**config.mk**
```make
export PLATFORM = sky130hd
export DESIGN_NAME = ddr_test_driver
export DESIGN_NICKNAME = d
export VERILOG_FILES = /design/src/ddr_test_pkg.sv /design/src/ddr_test_driver.sv /design/src/test_sequencer.sv /design/src/read_checker.sv /design/src/byte_enable_gen.sv /design/src/test_addr_gen.sv /design/src/test_data_gen.sv /design/src/lfsr8.sv
export SDC_FILE = /design/constraint.sdc
export NUM_CORES = 1
export LEC_CHECK = 0
export BUFFER_PORTS_ARGS = -buffer_cell sky130_fd_sc_hd__buf_2
export CAP_MARGIN = 10
export CELL_PAD_IN_SITES_DETAIL_PLACEMENT = 1
export CELL_PAD_IN_SITES_GLOBAL_PLACEMENT = 2
export CORE_MARGIN = 2
export CORE_UTILIZATION = 36
export DETAILED_ROUTE_END_ITERATION = 16
export PLACE_DENSITY = 0.78
export SLEW_MARGIN = 15
export SYNTH_ARGS = -nofsm -noshare
export SYNTH_HDL_FRONTEND = slang
export SYNTH_SLANG_ARGS = --single-unit
```
**constraint.sdc**
```tcl
create_clock -name clk -period 2.8 [get_ports clk]
set_input_delay 0.42 -clock clk [delete_from_list [all_inputs] [get_ports clk]]
set_output_delay 0.42 -clock clk [all_outputs]
set_load 0.02 [all_outputs]
```
**src/ddr_test_pkg.sv**
```systemverilog
/* DDR test driver shared definitions
   local port widths, test window limits, LFSR seeds and common struct types */
package ddr_test_pkg;

  // ------------------------------
  // local port data path
  // ------------------------------
  localparam int DATA_W = 32;
  localparam int LANES  = 4;
  localparam int LANE_W = 8;

  // address field widths
  localparam int CS_W   = 1;
  localparam int BANK_W = 2;
  localparam int ROW_W  = 13;
  localparam int COL_W  = 11;

  // last address of the test window, column counts in COL_STEP units
  localparam int MAX_CS   = 1;
  localparam int MAX_BANK = 3;
  localparam int MAX_ROW  = 3;
  localparam int MAX_COL  = 16;
  localparam int COL_STEP = 4;

  // ------------------------------
  // data generation
  // ------------------------------
  // lane 0 in the low byte
  localparam logic [LANES-1:0][LANE_W-1:0] LFSR_SEEDS = {8'd31, 8'd21, 8'd11, 8'd1};
  localparam logic [LANE_W-1:0] LFSR_TAPS = 8'hB8;

  localparam int OUTSTANDING_W = 8;

  typedef struct packed {
    logic [CS_W-1:0]   cs;
    logic [BANK_W-1:0] bank;
    logic [ROW_W-1:0]  row;
    logic [COL_W-1:0]  col;
  } local_addr_t;

  typedef struct packed {
    logic complete;
    logic dm_mode;
    logic seq_mode;
  } test_status_t;

  // sequencer commands to the data and byte enable generators
  typedef struct packed {
    logic load;
    logic capture_seed;
    logic zero_data;
    logic dm_mode;
  } gen_ctrl_t;

endpackage
```
**src/ddr_test_driver.sv**
```systemverilog
/* DDR SDRAM local port traffic driver
   sequential-address and data-mask tests with per-lane pass reporting */
`timescale 1ns/1ns

module ddr_test_driver
  import ddr_test_pkg::*;
(
  input  logic              clk,
  input  logic              reset_n,
  input  logic              local_ready,
  input  logic [DATA_W-1:0] local_rdata,
  input  logic              local_rdata_valid,
  output local_addr_t       local_addr,
  output logic              local_write_req,
  output logic              local_read_req,
  output logic [DATA_W-1:0] local_wdata,
  output logic [LANES-1:0]  local_be,
  output logic [LANES-1:0]  pnf_per_byte,
  output logic              pnf_persist,
  output test_status_t      test_status
);

  logic              advance;
  logic              addr_reset;
  logic              window_done;
  logic              write_accept;
  gen_ctrl_t         gen_ctrl;
  logic [DATA_W-1:0] expected;

  assign write_accept = advance & local_write_req;

  test_sequencer u_seq (
    .clk         (clk),
    .reset_n     (reset_n),
    .local_ready (local_ready),
    .rdata_valid (local_rdata_valid),
    .window_done (window_done),
    .write_req   (local_write_req),
    .read_req    (local_read_req),
    .advance     (advance),
    .addr_reset  (addr_reset),
    .gen_ctrl    (gen_ctrl),
    .status      (test_status)
  );

  test_addr_gen u_addr (
    .clk         (clk),
    .reset_n     (reset_n),
    .addr_reset  (addr_reset),
    .advance     (advance),
    .addr        (local_addr),
    .window_done (window_done)
  );

  test_data_gen u_data (
    .clk          (clk),
    .reset_n      (reset_n),
    .gen_ctrl     (gen_ctrl),
    .write_accept (write_accept),
    .rdata_valid  (local_rdata_valid),
    .wdata        (local_wdata),
    .expected     (expected)
  );

  byte_enable_gen u_be (
    .clk          (clk),
    .reset_n      (reset_n),
    .gen_ctrl     (gen_ctrl),
    .write_accept (write_accept),
    .rdata_valid  (local_rdata_valid),
    .be           (local_be)
  );

  read_checker u_check (
    .clk          (clk),
    .reset_n      (reset_n),
    .rdata        (local_rdata),
    .rdata_valid  (local_rdata_valid),
    .expected     (expected),
    .be           (local_be),
    .pnf_per_byte (pnf_per_byte),
    .pnf_persist  (pnf_persist)
  );

endmodule

```
**src/test_sequencer.sv**
```systemverilog
/* test sequencer: sequential-address test then data-mask test,
   one request held until local_ready, read passes drained before moving on */
`timescale 1ns/1ns

module test_sequencer
  import ddr_test_pkg::*;
(
  input  logic         clk,
  input  logic         reset_n,
  input  logic         local_ready,
  input  logic         rdata_valid,
  input  logic         window_done,
  output logic         write_req,
  output logic         read_req,
  output logic         advance,
  output logic         addr_reset,
  output gen_ctrl_t    gen_ctrl,
  output test_status_t status
);

  typedef enum logic [2:0] {
    S_IDLE, S_CLR, S_WR_GO, S_WR, S_RD_GO, S_RD, S_RD_WAIT, S_DONE
  } state_t;

  state_t                   state;
  logic [OUTSTANDING_W-1:0] outstanding;
  logic                     read_accept;

  assign advance     = (write_req | read_req) & local_ready;
  assign read_accept = advance & read_req;

  // reads accepted but not yet returned
  always_ff @(posedge clk or negedge reset_n)
  begin
    if (!reset_n)
      outstanding <= '0;
    else if (read_accept && !rdata_valid)
      outstanding <= outstanding + 1'b1;
    else if (!read_accept && rdata_valid && outstanding != '0)
      outstanding <= outstanding - 1'b1;
  end

  // ------------------------------
  // test FSM
  // ------------------------------
  always_ff @(posedge clk or negedge reset_n)
  begin
    if (!reset_n)
    begin
      state      <= S_IDLE;
      write_req  <= 1'b0;
      read_req   <= 1'b0;
      addr_reset <= 1'b0;
      gen_ctrl   <= '0;
      status     <= '0;
    end
    else
    begin
      // single-cycle strobes
      addr_reset            <= 1'b0;
      gen_ctrl.load         <= 1'b0;
      gen_ctrl.capture_seed <= 1'b0;
      case (state)
        S_IDLE:
        begin
          status.seq_mode <= 1'b1;
          state           <= S_WR_GO;
        end
        // zero the window with every lane enabled
        S_CLR:
          if (advance && window_done)
          begin
            write_req          <= 1'b0;
            gen_ctrl.zero_data <= 1'b0;
            addr_reset         <= 1'b1;
            state              <= S_WR_GO;
          end
        S_WR_GO:
        begin
          write_req             <= 1'b1;
          gen_ctrl.capture_seed <= 1'b1;
          state                 <= S_WR;
        end
        S_WR:
          if (advance && window_done)
          begin
            write_req     <= 1'b0;
            addr_reset    <= 1'b1;
            gen_ctrl.load <= 1'b1;
            state         <= S_RD_GO;
          end
        S_RD_GO:
        begin
          read_req <= 1'b1;
          state    <= S_RD;
        end
        S_RD:
          if (advance && window_done)
          begin
            read_req   <= 1'b0;
            addr_reset <= 1'b1;
            state      <= S_RD_WAIT;
          end
        S_RD_WAIT:
          if (outstanding == '0)
          begin
            if (!status.dm_mode)
            begin
              status.seq_mode    <= 1'b0;
              status.dm_mode     <= 1'b1;
              gen_ctrl.dm_mode   <= 1'b1;
              gen_ctrl.zero_data <= 1'b1;
              write_req          <= 1'b1;
              state              <= S_CLR;
            end
            else
            begin
              status.dm_mode   <= 1'b0;
              gen_ctrl.dm_mode <= 1'b0;
              status.complete  <= 1'b1;
              state            <= S_DONE;
            end
          end
        S_DONE:
          state <= S_DONE;
        default:
          state <= S_IDLE;
      endcase
    end
  end

endmodule

```
**src/read_checker.sv**
```systemverilog
/* read data checker: per-lane masked compare through three register stages,
   with a persistent pass flag that latches low on the first failing beat */
`timescale 1ns/1ns

module read_checker
  import ddr_test_pkg::*;
(
  input  logic              clk,
  input  logic              reset_n,
  input  logic [DATA_W-1:0] rdata,
  input  logic              rdata_valid,
  input  logic [DATA_W-1:0] expected,
  input  logic [LANES-1:0]  be,
  output logic [LANES-1:0]  pnf_per_byte,
  output logic              pnf_persist
);

  logic [LANES-1:0] lane_match;
  logic [LANES-1:0] match_q;
  logic [LANES-1:0] match_valid;
  logic [LANES-1:0] match_out;
  logic             valid_q;
  logic [2:0]       seen;
  logic             persist_int;

  // masked lanes must read back as zero
  always_comb
  begin
    for (int i = 0; i < LANES; i++)
      lane_match[i] = (expected[i*LANE_W +: LANE_W] & {LANE_W{be[i]}})
                      == rdata[i*LANE_W +: LANE_W];
  end

  // ------------------------------
  // compare pipeline
  // ------------------------------
  always_ff @(posedge clk or negedge reset_n)
  begin
    if (!reset_n)
    begin
      match_q     <= '1;
      match_valid <= '1;
      match_out   <= '1;
      valid_q     <= 1'b0;
      seen        <= '0;
      persist_int <= 1'b0;
      pnf_persist <= 1'b0;
    end
    else
    begin
      match_q <= lane_match;
      valid_q <= rdata_valid;
      // keep the last real beat between valid cycles
      if (valid_q)
        match_valid <= match_q;
      match_out <= match_valid;
      // read data seen, delayed to line up with the compare stages
      seen <= {seen[1:0], seen[0] | rdata_valid};
      persist_int <= (&match_valid) & seen[1] & (seen[2] ? persist_int : 1'b1);
      pnf_persist <= persist_int;
    end
  end

  assign pnf_per_byte = match_out;

endmodule

```
**src/byte_enable_gen.sv**
```systemverilog
/* byte enable generator, a single lane rotating left during data-mask passes */
`timescale 1ns/1ns

module byte_enable_gen
  import ddr_test_pkg::*;
(
  input  logic             clk,
  input  logic             reset_n,
  input  gen_ctrl_t        gen_ctrl,
  input  logic             write_accept,
  input  logic             rdata_valid,
  output logic [LANES-1:0] be
);

  logic             active;
  logic [LANES-1:0] rot;

  // the clear pass writes every lane
  assign active = gen_ctrl.dm_mode & ~gen_ctrl.zero_data;

  always_ff @(posedge clk or negedge reset_n)
  begin
    if (!reset_n)
      rot <= LANES'(1);
    else if (gen_ctrl.load)
      rot <= LANES'(1);
    else if (active && (write_accept || rdata_valid))
      rot <= {rot[LANES-2:0], rot[LANES-1]};
  end

  assign be = active ? rot : '1;

endmodule

```
**src/test_addr_gen.sv**
```systemverilog
/* sequential address counter over the test window
   column first, then row, bank and chip select, wrapping after the last address */
`timescale 1ns/1ns

module test_addr_gen
  import ddr_test_pkg::*;
(
  input  logic        clk,
  input  logic        reset_n,
  input  logic        addr_reset,
  input  logic        advance,
  output local_addr_t addr,
  output logic        window_done
);

  logic col_last;
  logic row_last;
  logic bank_last;
  logic cs_last;

  assign col_last  = addr.col  == COL_W'(MAX_COL);
  assign row_last  = addr.row  == ROW_W'(MAX_ROW);
  assign bank_last = addr.bank == BANK_W'(MAX_BANK);
  assign cs_last   = addr.cs   == CS_W'(MAX_CS);

  assign window_done = col_last & row_last & bank_last & cs_last;

  always_ff @(posedge clk or negedge reset_n)
  begin
    if (!reset_n)
      addr <= '0;
    else if (addr_reset)
      addr <= '0;
    else if (advance)
    begin
      if (!col_last)
        addr.col <= addr.col + COL_W'(COL_STEP);
      else
      begin
        addr.col <= '0;
        // carry chain into the upper fields
        if (!row_last)
          addr.row <= addr.row + 1'b1;
        else
        begin
          addr.row <= '0;
          if (!bank_last)
            addr.bank <= addr.bank + 1'b1;
          else
          begin
            addr.bank <= '0;
            addr.cs   <= cs_last ? '0 : addr.cs + 1'b1;
          end
        end
      end
    end
  end

endmodule

```
**src/test_data_gen.sv**
```systemverilog
/* test data generator: four seeded LFSR lanes with reload storage
   so a read pass replays the sequence of the write pass before it */
`timescale 1ns/1ns

module test_data_gen
  import ddr_test_pkg::*;
(
  input  logic              clk,
  input  logic              reset_n,
  input  gen_ctrl_t         gen_ctrl,
  input  logic              write_accept,
  input  logic              rdata_valid,
  output logic [DATA_W-1:0] wdata,
  output logic [DATA_W-1:0] expected
);

  logic              step;
  logic [DATA_W-1:0] lfsr_state;
  logic [DATA_W-1:0] seed_store;

  // zero writes of the clear pass do not consume data
  assign step = (write_accept & ~gen_ctrl.zero_data) | rdata_valid;

  // state at the start of a write pass, restored before the read pass
  always_ff @(posedge clk)
  begin
    if (gen_ctrl.capture_seed)
      seed_store <= lfsr_state;
  end

  for (genvar i = 0; i < LANES; i++)
  begin : g_lane
    lfsr8 #(.seed(LFSR_SEEDS[i])) u_lfsr (
      .clk     (clk),
      .reset_n (reset_n),
      .load    (gen_ctrl.load),
      .ldata   (seed_store[i*LANE_W +: LANE_W]),
      .step    (step),
      .data    (lfsr_state[i*LANE_W +: LANE_W])
    );
  end

  assign wdata    = gen_ctrl.zero_data ? '0 : lfsr_state;
  assign expected = lfsr_state;

endmodule

```
**src/lfsr8.sv**
```systemverilog
/* 8-bit Galois LFSR with parallel load and step enable */
`timescale 1ns/1ns

module lfsr8
  import ddr_test_pkg::*;
#(
  parameter logic [7:0] seed = 8'd1
)
(
  input  logic       clk,
  input  logic       reset_n,
  input  logic       load,
  input  logic [7:0] ldata,
  input  logic       step,
  output logic [7:0] data
);

  always_ff @(posedge clk or negedge reset_n)
  begin
    if (!reset_n)
      data <= seed;
    else if (load)
      data <= ldata;
    else if (step)
      // shift right, fold taps in when the low bit falls out
      data <= (data >> 1) ^ ({8{data[0]}} & LFSR_TAPS);
  end

endmodule

```
* Yosys cells after proc, flatten, opt, wreduce, memory -nomap -nowiden
Index checks and enable logic that the tools add are counted. Widths: inputs -> output; s select.
Operators by class: add/subtract/negate cells 6, equality and inequality tests 20, multiplexer cells 45, bitwise logic cells 22, reductions and logical operators 35
Operators by type and width (number):
- $mux 8 | 10
- $mux 27 | 2
- $and 8x8->8 | 4
- $eq 8x8->1 | 4
- $mux 32 | 1
- $xor 7x8->8 | 4
- $pmux 3 s8 | 1
- $reduce_and 4->1 | 5
- $reduce_bool 2->1 | 10
- $mux 3 | 6
- $mux 16 | 1
- $add 13x1->13 const B | 1
- $eq 13x2->1 const B | 1
- $mux 1 | 13
- $mux 13 | 1
- $eq 3x3->1 const B | 4
- $mux 4 | 3
- $add 11x3->11 const B | 1
- $eq 11x5->1 const B | 1
- $mux 11 | 1
- $and 1x1->1 | 10
- $ne 2x1->1 const B | 5
- $reduce_and 3->1 | 3
- $add 8x1->8 const B | 1
- other kinds (22) | 35
Word-level totals: bits in registers 133, bits of input ports 36, output and inout bits 73

* Depth between registers and ports, before layout
depth after elaboration 8, gate-level depth with buffers 7

* Modules after synthesis
A second synthesis with hierarchy kept.
Second synthesis, totals: cells, all modules 692, area total of the unflattened synthesis 7196.9 um^2
Modules (own cells, without submodules):
- test_addr_gen | instances 1, cells an instance 170, area an instance 1516.5 um^2
- read_checker | instances 1, cells an instance 147, area an instance 1311.3 um^2
- test_sequencer | instances 1, cells an instance 129, area an instance 1291.2 um^2
- test_data_gen | instances 1, cells an instance 69, area an instance 1192.4 um^2
- lfsr8 at u_data.g_lane[1].u_lfsr ... | instances 2, cells an instance 39, area an instance 411.6 um^2
- lfsr8 at u_data.g_lane[3].u_lfsr | instances 1, cells an instance 39, area an instance 414.1 um^2
- lfsr8 at u_data.g_lane[0].u_lfsr | instances 1, cells an instance 39, area an instance 409.1 um^2
- byte_enable_gen | instances 1, cells an instance 20, area an instance 232.7 um^2
- ddr_test_driver | instances 1, cells an instance 1, area an instance 6.3 um^2

* Worst setup path before layout
No wires, ideal clock.
path kind flip-flop to flip-flop, from register u_addr.addr[11] (netlist name), to register u_addr.addr[24] (netlist name), setup time 125 ps, arrival time 2080 ps, data required time 2675 ps, path slack 596 ps, cell stages (with the launch flop) 7, clock period less this slack 2204 ps, path through dfrtp_1 > ha_1 > or4b_1 > nor3_4 > nor2_1 > nor2_4 > mux2_2
On the way: longest elaborated chain between the ends 3
Ends and longest elaborated chain:
- from (decl) | line test_addr_gen.sv:12 | output local_addr_t addr,
- $eq 13x2->1 | line test_addr_gen.sv:22 | assign row_last = addr.row == ROW_W'(MAX_ROW);
- $reduce_bool 2->1 (no source line)
- $reduce_and 3->1 (no source line)
No other way between the ends. A chain may end at the register's enable or synchronous reset.

* Worst setup path in the final report
from register u_seq.read_req, to register u_seq.outstanding[6]
On the way: longest elaborated chain between the ends 7
Ends and longest elaborated chain:
- from (decl) | line test_sequencer.sv:14 | output logic read_req,
- from (signal assigned) | line test_sequencer.sv:52 | read_req <= 1'b0;
- from (signal assigned) | line test_sequencer.sv:94 | read_req <= 1'b1;
- from (signal assigned) | line test_sequencer.sv:100 | read_req <= 1'b0;
- $or 1x1->1 | line test_sequencer.sv:29 | assign advance = (write_req | read_req) & local_ready;
- $and 1x1->1 | line test_sequencer.sv:29
- $and 1x1->1 (*) | line test_sequencer.sv:30 | assign read_accept = advance & read_req;
- $logic_not 1->1 | line test_sequencer.sv:39 | else if (!read_accept && rdata_valid && outstanding != '0)
- $logic_and 1x1->1 (2 in series) | line test_sequencer.sv:39
- $reduce_bool 2->1 (no source line)
- to (signal assigned) | line test_sequencer.sv:38 | outstanding <= outstanding + 1'b1;
- to (signal assigned) | line test_sequencer.sv:40 | outstanding <= outstanding - 1'b1;
- to (decl) | line test_sequencer.sv:26 | logic [OUTSTANDING_W-1:0] outstanding;
Mark *: on every way between the ends. The rest lies on a longest branch, timed or not.

==> run summary <==
Slowest CP cell -> fa_1
Crit path cell chain -> nand3b_1 -> fa_1 -> a211oi_1 -> o21bai_1 -> a21oi_1 -> xnor2_1 -> mux2_2
Status -> finished clean
Hpwl dp -> 12000 um
Arr. time, crit path -> 2.76 ns
Share of cells above drive strength 1 -> 0.253
Max transition margin -> 0.492
Antenna violations before repair -> 0
DR iter-0 viols -> 216
CP max FO -> 9
Rows -> 49
Routed Antenna Nets -> 0
Setup Viol. Count Final -> 0
Final Non-Filler Cells -> 991
DRT Pass-1 Iters -> 4
Routed WL per cell -> 17.7 um
CTS Buf Count -> 17
First-pass GRT wire length -> 29800 um
Die Span Y -> 140 um
RSZ-0062 raised after global routing -> false
Vias/cell -> 5.38
Setup bufs post-CTS -> 0
FMAX -> 0.408 GHz
Core box area -> 18100 sq um
Cells after Synth -> 645
IO Port Bufs -> 106
Aggregate global-route resource usage -> 0.187
Final WL -> 17500 um
Worst skew pair latency -> 0.42 ns
Library cells used by synthesis -> 62
WS Path Type -> flop to flop
Total number of vias -> 5327
Post-synthesis average cell area -> 10.4 sq um
# clock sinks -> 131
Clk pin slew, worst setup/hold paths -> 0.06 ns
Post-synth EDFFs -> 32
Yosys reg bits -> 131
GPL Wtd Cong -> 0.802
Grt ovf -> 0
Setup crit end kind -> flop
Syn Std Cell Area -> 6700 sq um
VDD IR-drop max -> 0.448 mV
MaxCap Viol Count -> 0
Nets -> 796
Clk pwr share -> 0.309
Initial core utilization -> 0.370
Root Driver -> clkbuf_16
Logic pwr share -> 0.251
Total die area -> 19700 sq um
Slowest stage delay, CP -> 0.55 ns
Hold crit path type -> input pin to async pin
Pwr dens -> 818 nW/um^2
Post-DP Area -> 7470 sq um
CTS tree -> built
CTS Hold Bufs -> 0
Worst hold slack -> 0.00155 ns
Skew final -> 0.0106 ns
Leakage Power -> 3.35 nW
Antenna cells -> 0
CP Launch Point -> u_seq.read_req
Sw frac -> 0.341
Startpoint Class -> flop
P_sw -> 2.23 mW
Die W -> 140 um
Non-Filler Cell Area, Final -> 8010 sq um
Final hold vios -> 0
Largest net degree at the start of global routing -> 65
Area growth, synth to finish -> 19.6%
Slew Viols, Final -> 0
Async S/R FF share, synth -> 0.756
Fin crit share -> 0.875
Slew @ Worst Pin -> 0.760 ns
Number of H-tree levels -> 4
WP data required -> 3.11 ns
Synth warnings -> 0
Fin crit period -> 2.45 ns
Vias in the first global route -> 5760
Clock buffer depth -> 2
Ys flop type -> dfrtp_1
Post-synthesis sequential area ratio -> 0.518
R2R Path Start -> u_seq.read_req
Post-route DRC -> 0
Top Ports -> 109
Gates resized, CTS repair -> 0
Internal power -> 4.32 mW
Setup TNS -> 0 ns
Seq pwr share -> 0.440
Placed Cells -> 959
==> power by group through the flow <==
stage | Combinational [mW] | Sequential, mW | Clock [mW]
after floorplan | 1.23 | 2.77 | 0
after detailed placement | 1.65 | 2.93 | 0
after global routing | 1.87 | 2.97 | 2.18
final | 1.64 | 2.88 | 2.02
after global placement | 1.53 | 2.89 | 0
after CTS | 1.66 | 2.89 | 2.08
==> cell usage in the layout (no fill, tap or decap), types with 3 or more instances in the layout <==
cell type	count
nor4_1	4
nor2b_1	35
inv_4	3
nor3_1	6
mux2i_1	26
dfstp_2	25
nand4_1	4
and3_1	4
dfrtp_1	73
and4_1	4
buf_4	7
o21ai_0	53
clkinv_2	6
o31ai_1	8
edfxtp_1	32
nor4bb_1	16
mux2_2	8
inv_1	15
nor2_1	80
nand2_1	53
nand3_1	9
or3_1	3
buf_2	105
ha_1	10
a31oi_1	18
xnor2_1	34
clkbuf_16	18
a21oi_1	29
o32ai_1	16
xor2_1	11
==> worst max-delay path, delay by kind of cell, from the launching register on <==
kind | cells | cell delay (ns)
compound gates | 3 | 0.64
xor+xnor | 1 | 0.08
fa+ha+maj | 1 | 0.55
flops | 1 | 0.46
mux | 1 | 0.25
simple gates | 1 | 0.35
==> through the flow <==
| step | power [mW] | utilization | setup WS, ns |
|---|---|---|---|
| after floorplan | 4.00 | - | 0.596 |
| after global placement | 4.42 | 0.413 | 0.317 |
| after detailed placement | 4.57 | 0.413 | 0.176 |
| after CTS | 6.64 | 0.443 | 0.362 |
| after global routing | 7.03 | 0.443 | 0.0807 |
| final | 6.55 | 0.443 | 0.349 |
==> registers in the layout, indices dropped and copies added, names as in the netlist <==
name / count
u_seq.write_req: 1
u_data.g_lane.u_lfsr.data: 32
u_addr.addr: 24
u_check.pnf_per_byte: 4
u_check.persist_int: 1
u_check.seen: 3
u_seq.outstanding: 8
u_be.rot: 4
u_seq.gen_ctrl: 4
u_seq.state: 3
u_seq.addr_reset: 1
u_check.match_valid: 4
u_check.pnf_persist: 1
u_data.seed_store: 32
u_check.match_q: 4
u_check.valid_q: 1
u_seq.read_req: 1
u_seq.status: 2
u_addr.cs_last: 1
==> cells by family after synthesis <==
logic type,share of synthesized area
compound gates,0.138
other cells,0.000560
buf+inv,0.0276
xor+xnor,0.0588
mux,0.0523
flops,0.518
simple gates,0.183
fa+ha+maj,0.0217
==> Yosys cell counts, types with 3 or more instances <==
cell type / count / share of area
or3_1: 3 / 0.0028
dfrtp_1: 74 / 0.28
ha_1: 10 / 0.019
xor2_1: 11 / 0.014
nor4bb_1: 16 / 0.024
a21oi_1: 29 / 0.022
buf_4: 4 / 0.0045
mux2_2: 8 / 0.013
mux2i_1: 26 / 0.039
and3_1: 4 / 0.0037
nor2b_1: 35 / 0.033
o21ai_0: 53 / 0.040
xnor2_1: 34 / 0.044
inv_1: 15 / 0.0084
nand4_1: 4 / 0.0037
dfstp_2: 25 / 0.098
nor4_1: 4 / 0.0037
nand3_1: 9 / 0.0067
o32ai_1: 16 / 0.021
edfxtp_1: 32 / 0.14
and4_1: 4 / 0.0052
nor2_1: 80 / 0.045
nor3_1: 6 / 0.0045
clkbuf_1: 23 / 0.013
nand2_1: 53 / 0.030
o31ai_1: 8 / 0.0090
a31oi_1: 18 / 0.017
==> per-layer routing <==
layer  share of wire  global-route usage  up-vias
li1                -                   -     2519
met5               0                   0        -
met2            0.51               0.327       99
met4           0.012              0.0510        0
met1            0.44               0.233     2689
met3           0.036              0.0431       20
==> layout make-up <==
cell class | count | area (sq um)
Clock buffer | 19 | 454
Clock inverter | 13 | 81.3
Fill cell | 1994 | 10100
Inverter | 16 | 60.1
Multi-Input combinational cell | 470 | 3060
Sequential cell | 131 | 3470
Tap cell | 229 | 287
Timing Repair Buffer | 113 | 598
==> final timing paths <==
| check | to | slack (ns) | cells after the start |
|---|---|---|---|
| max in group asynchronous | u_check.match_q[0] | 2.02 | 2 |
| hold reg to reg | u_check.pnf_per_byte[2] | 0.38 | 0 |
| hold / removal | u_data.g_lane[1].u_lfsr.data[5] | 0.002 | 1 |
| setup / recovery | u_seq.outstanding[6] | 0.35 | 7 |
| setup reg to reg | u_seq.outstanding[6] | 0.35 | 7 |
| min in group clk | u_check.valid_q | 0.23 | 1 |
Note: power is estimated with default switching activity, not from simulation.
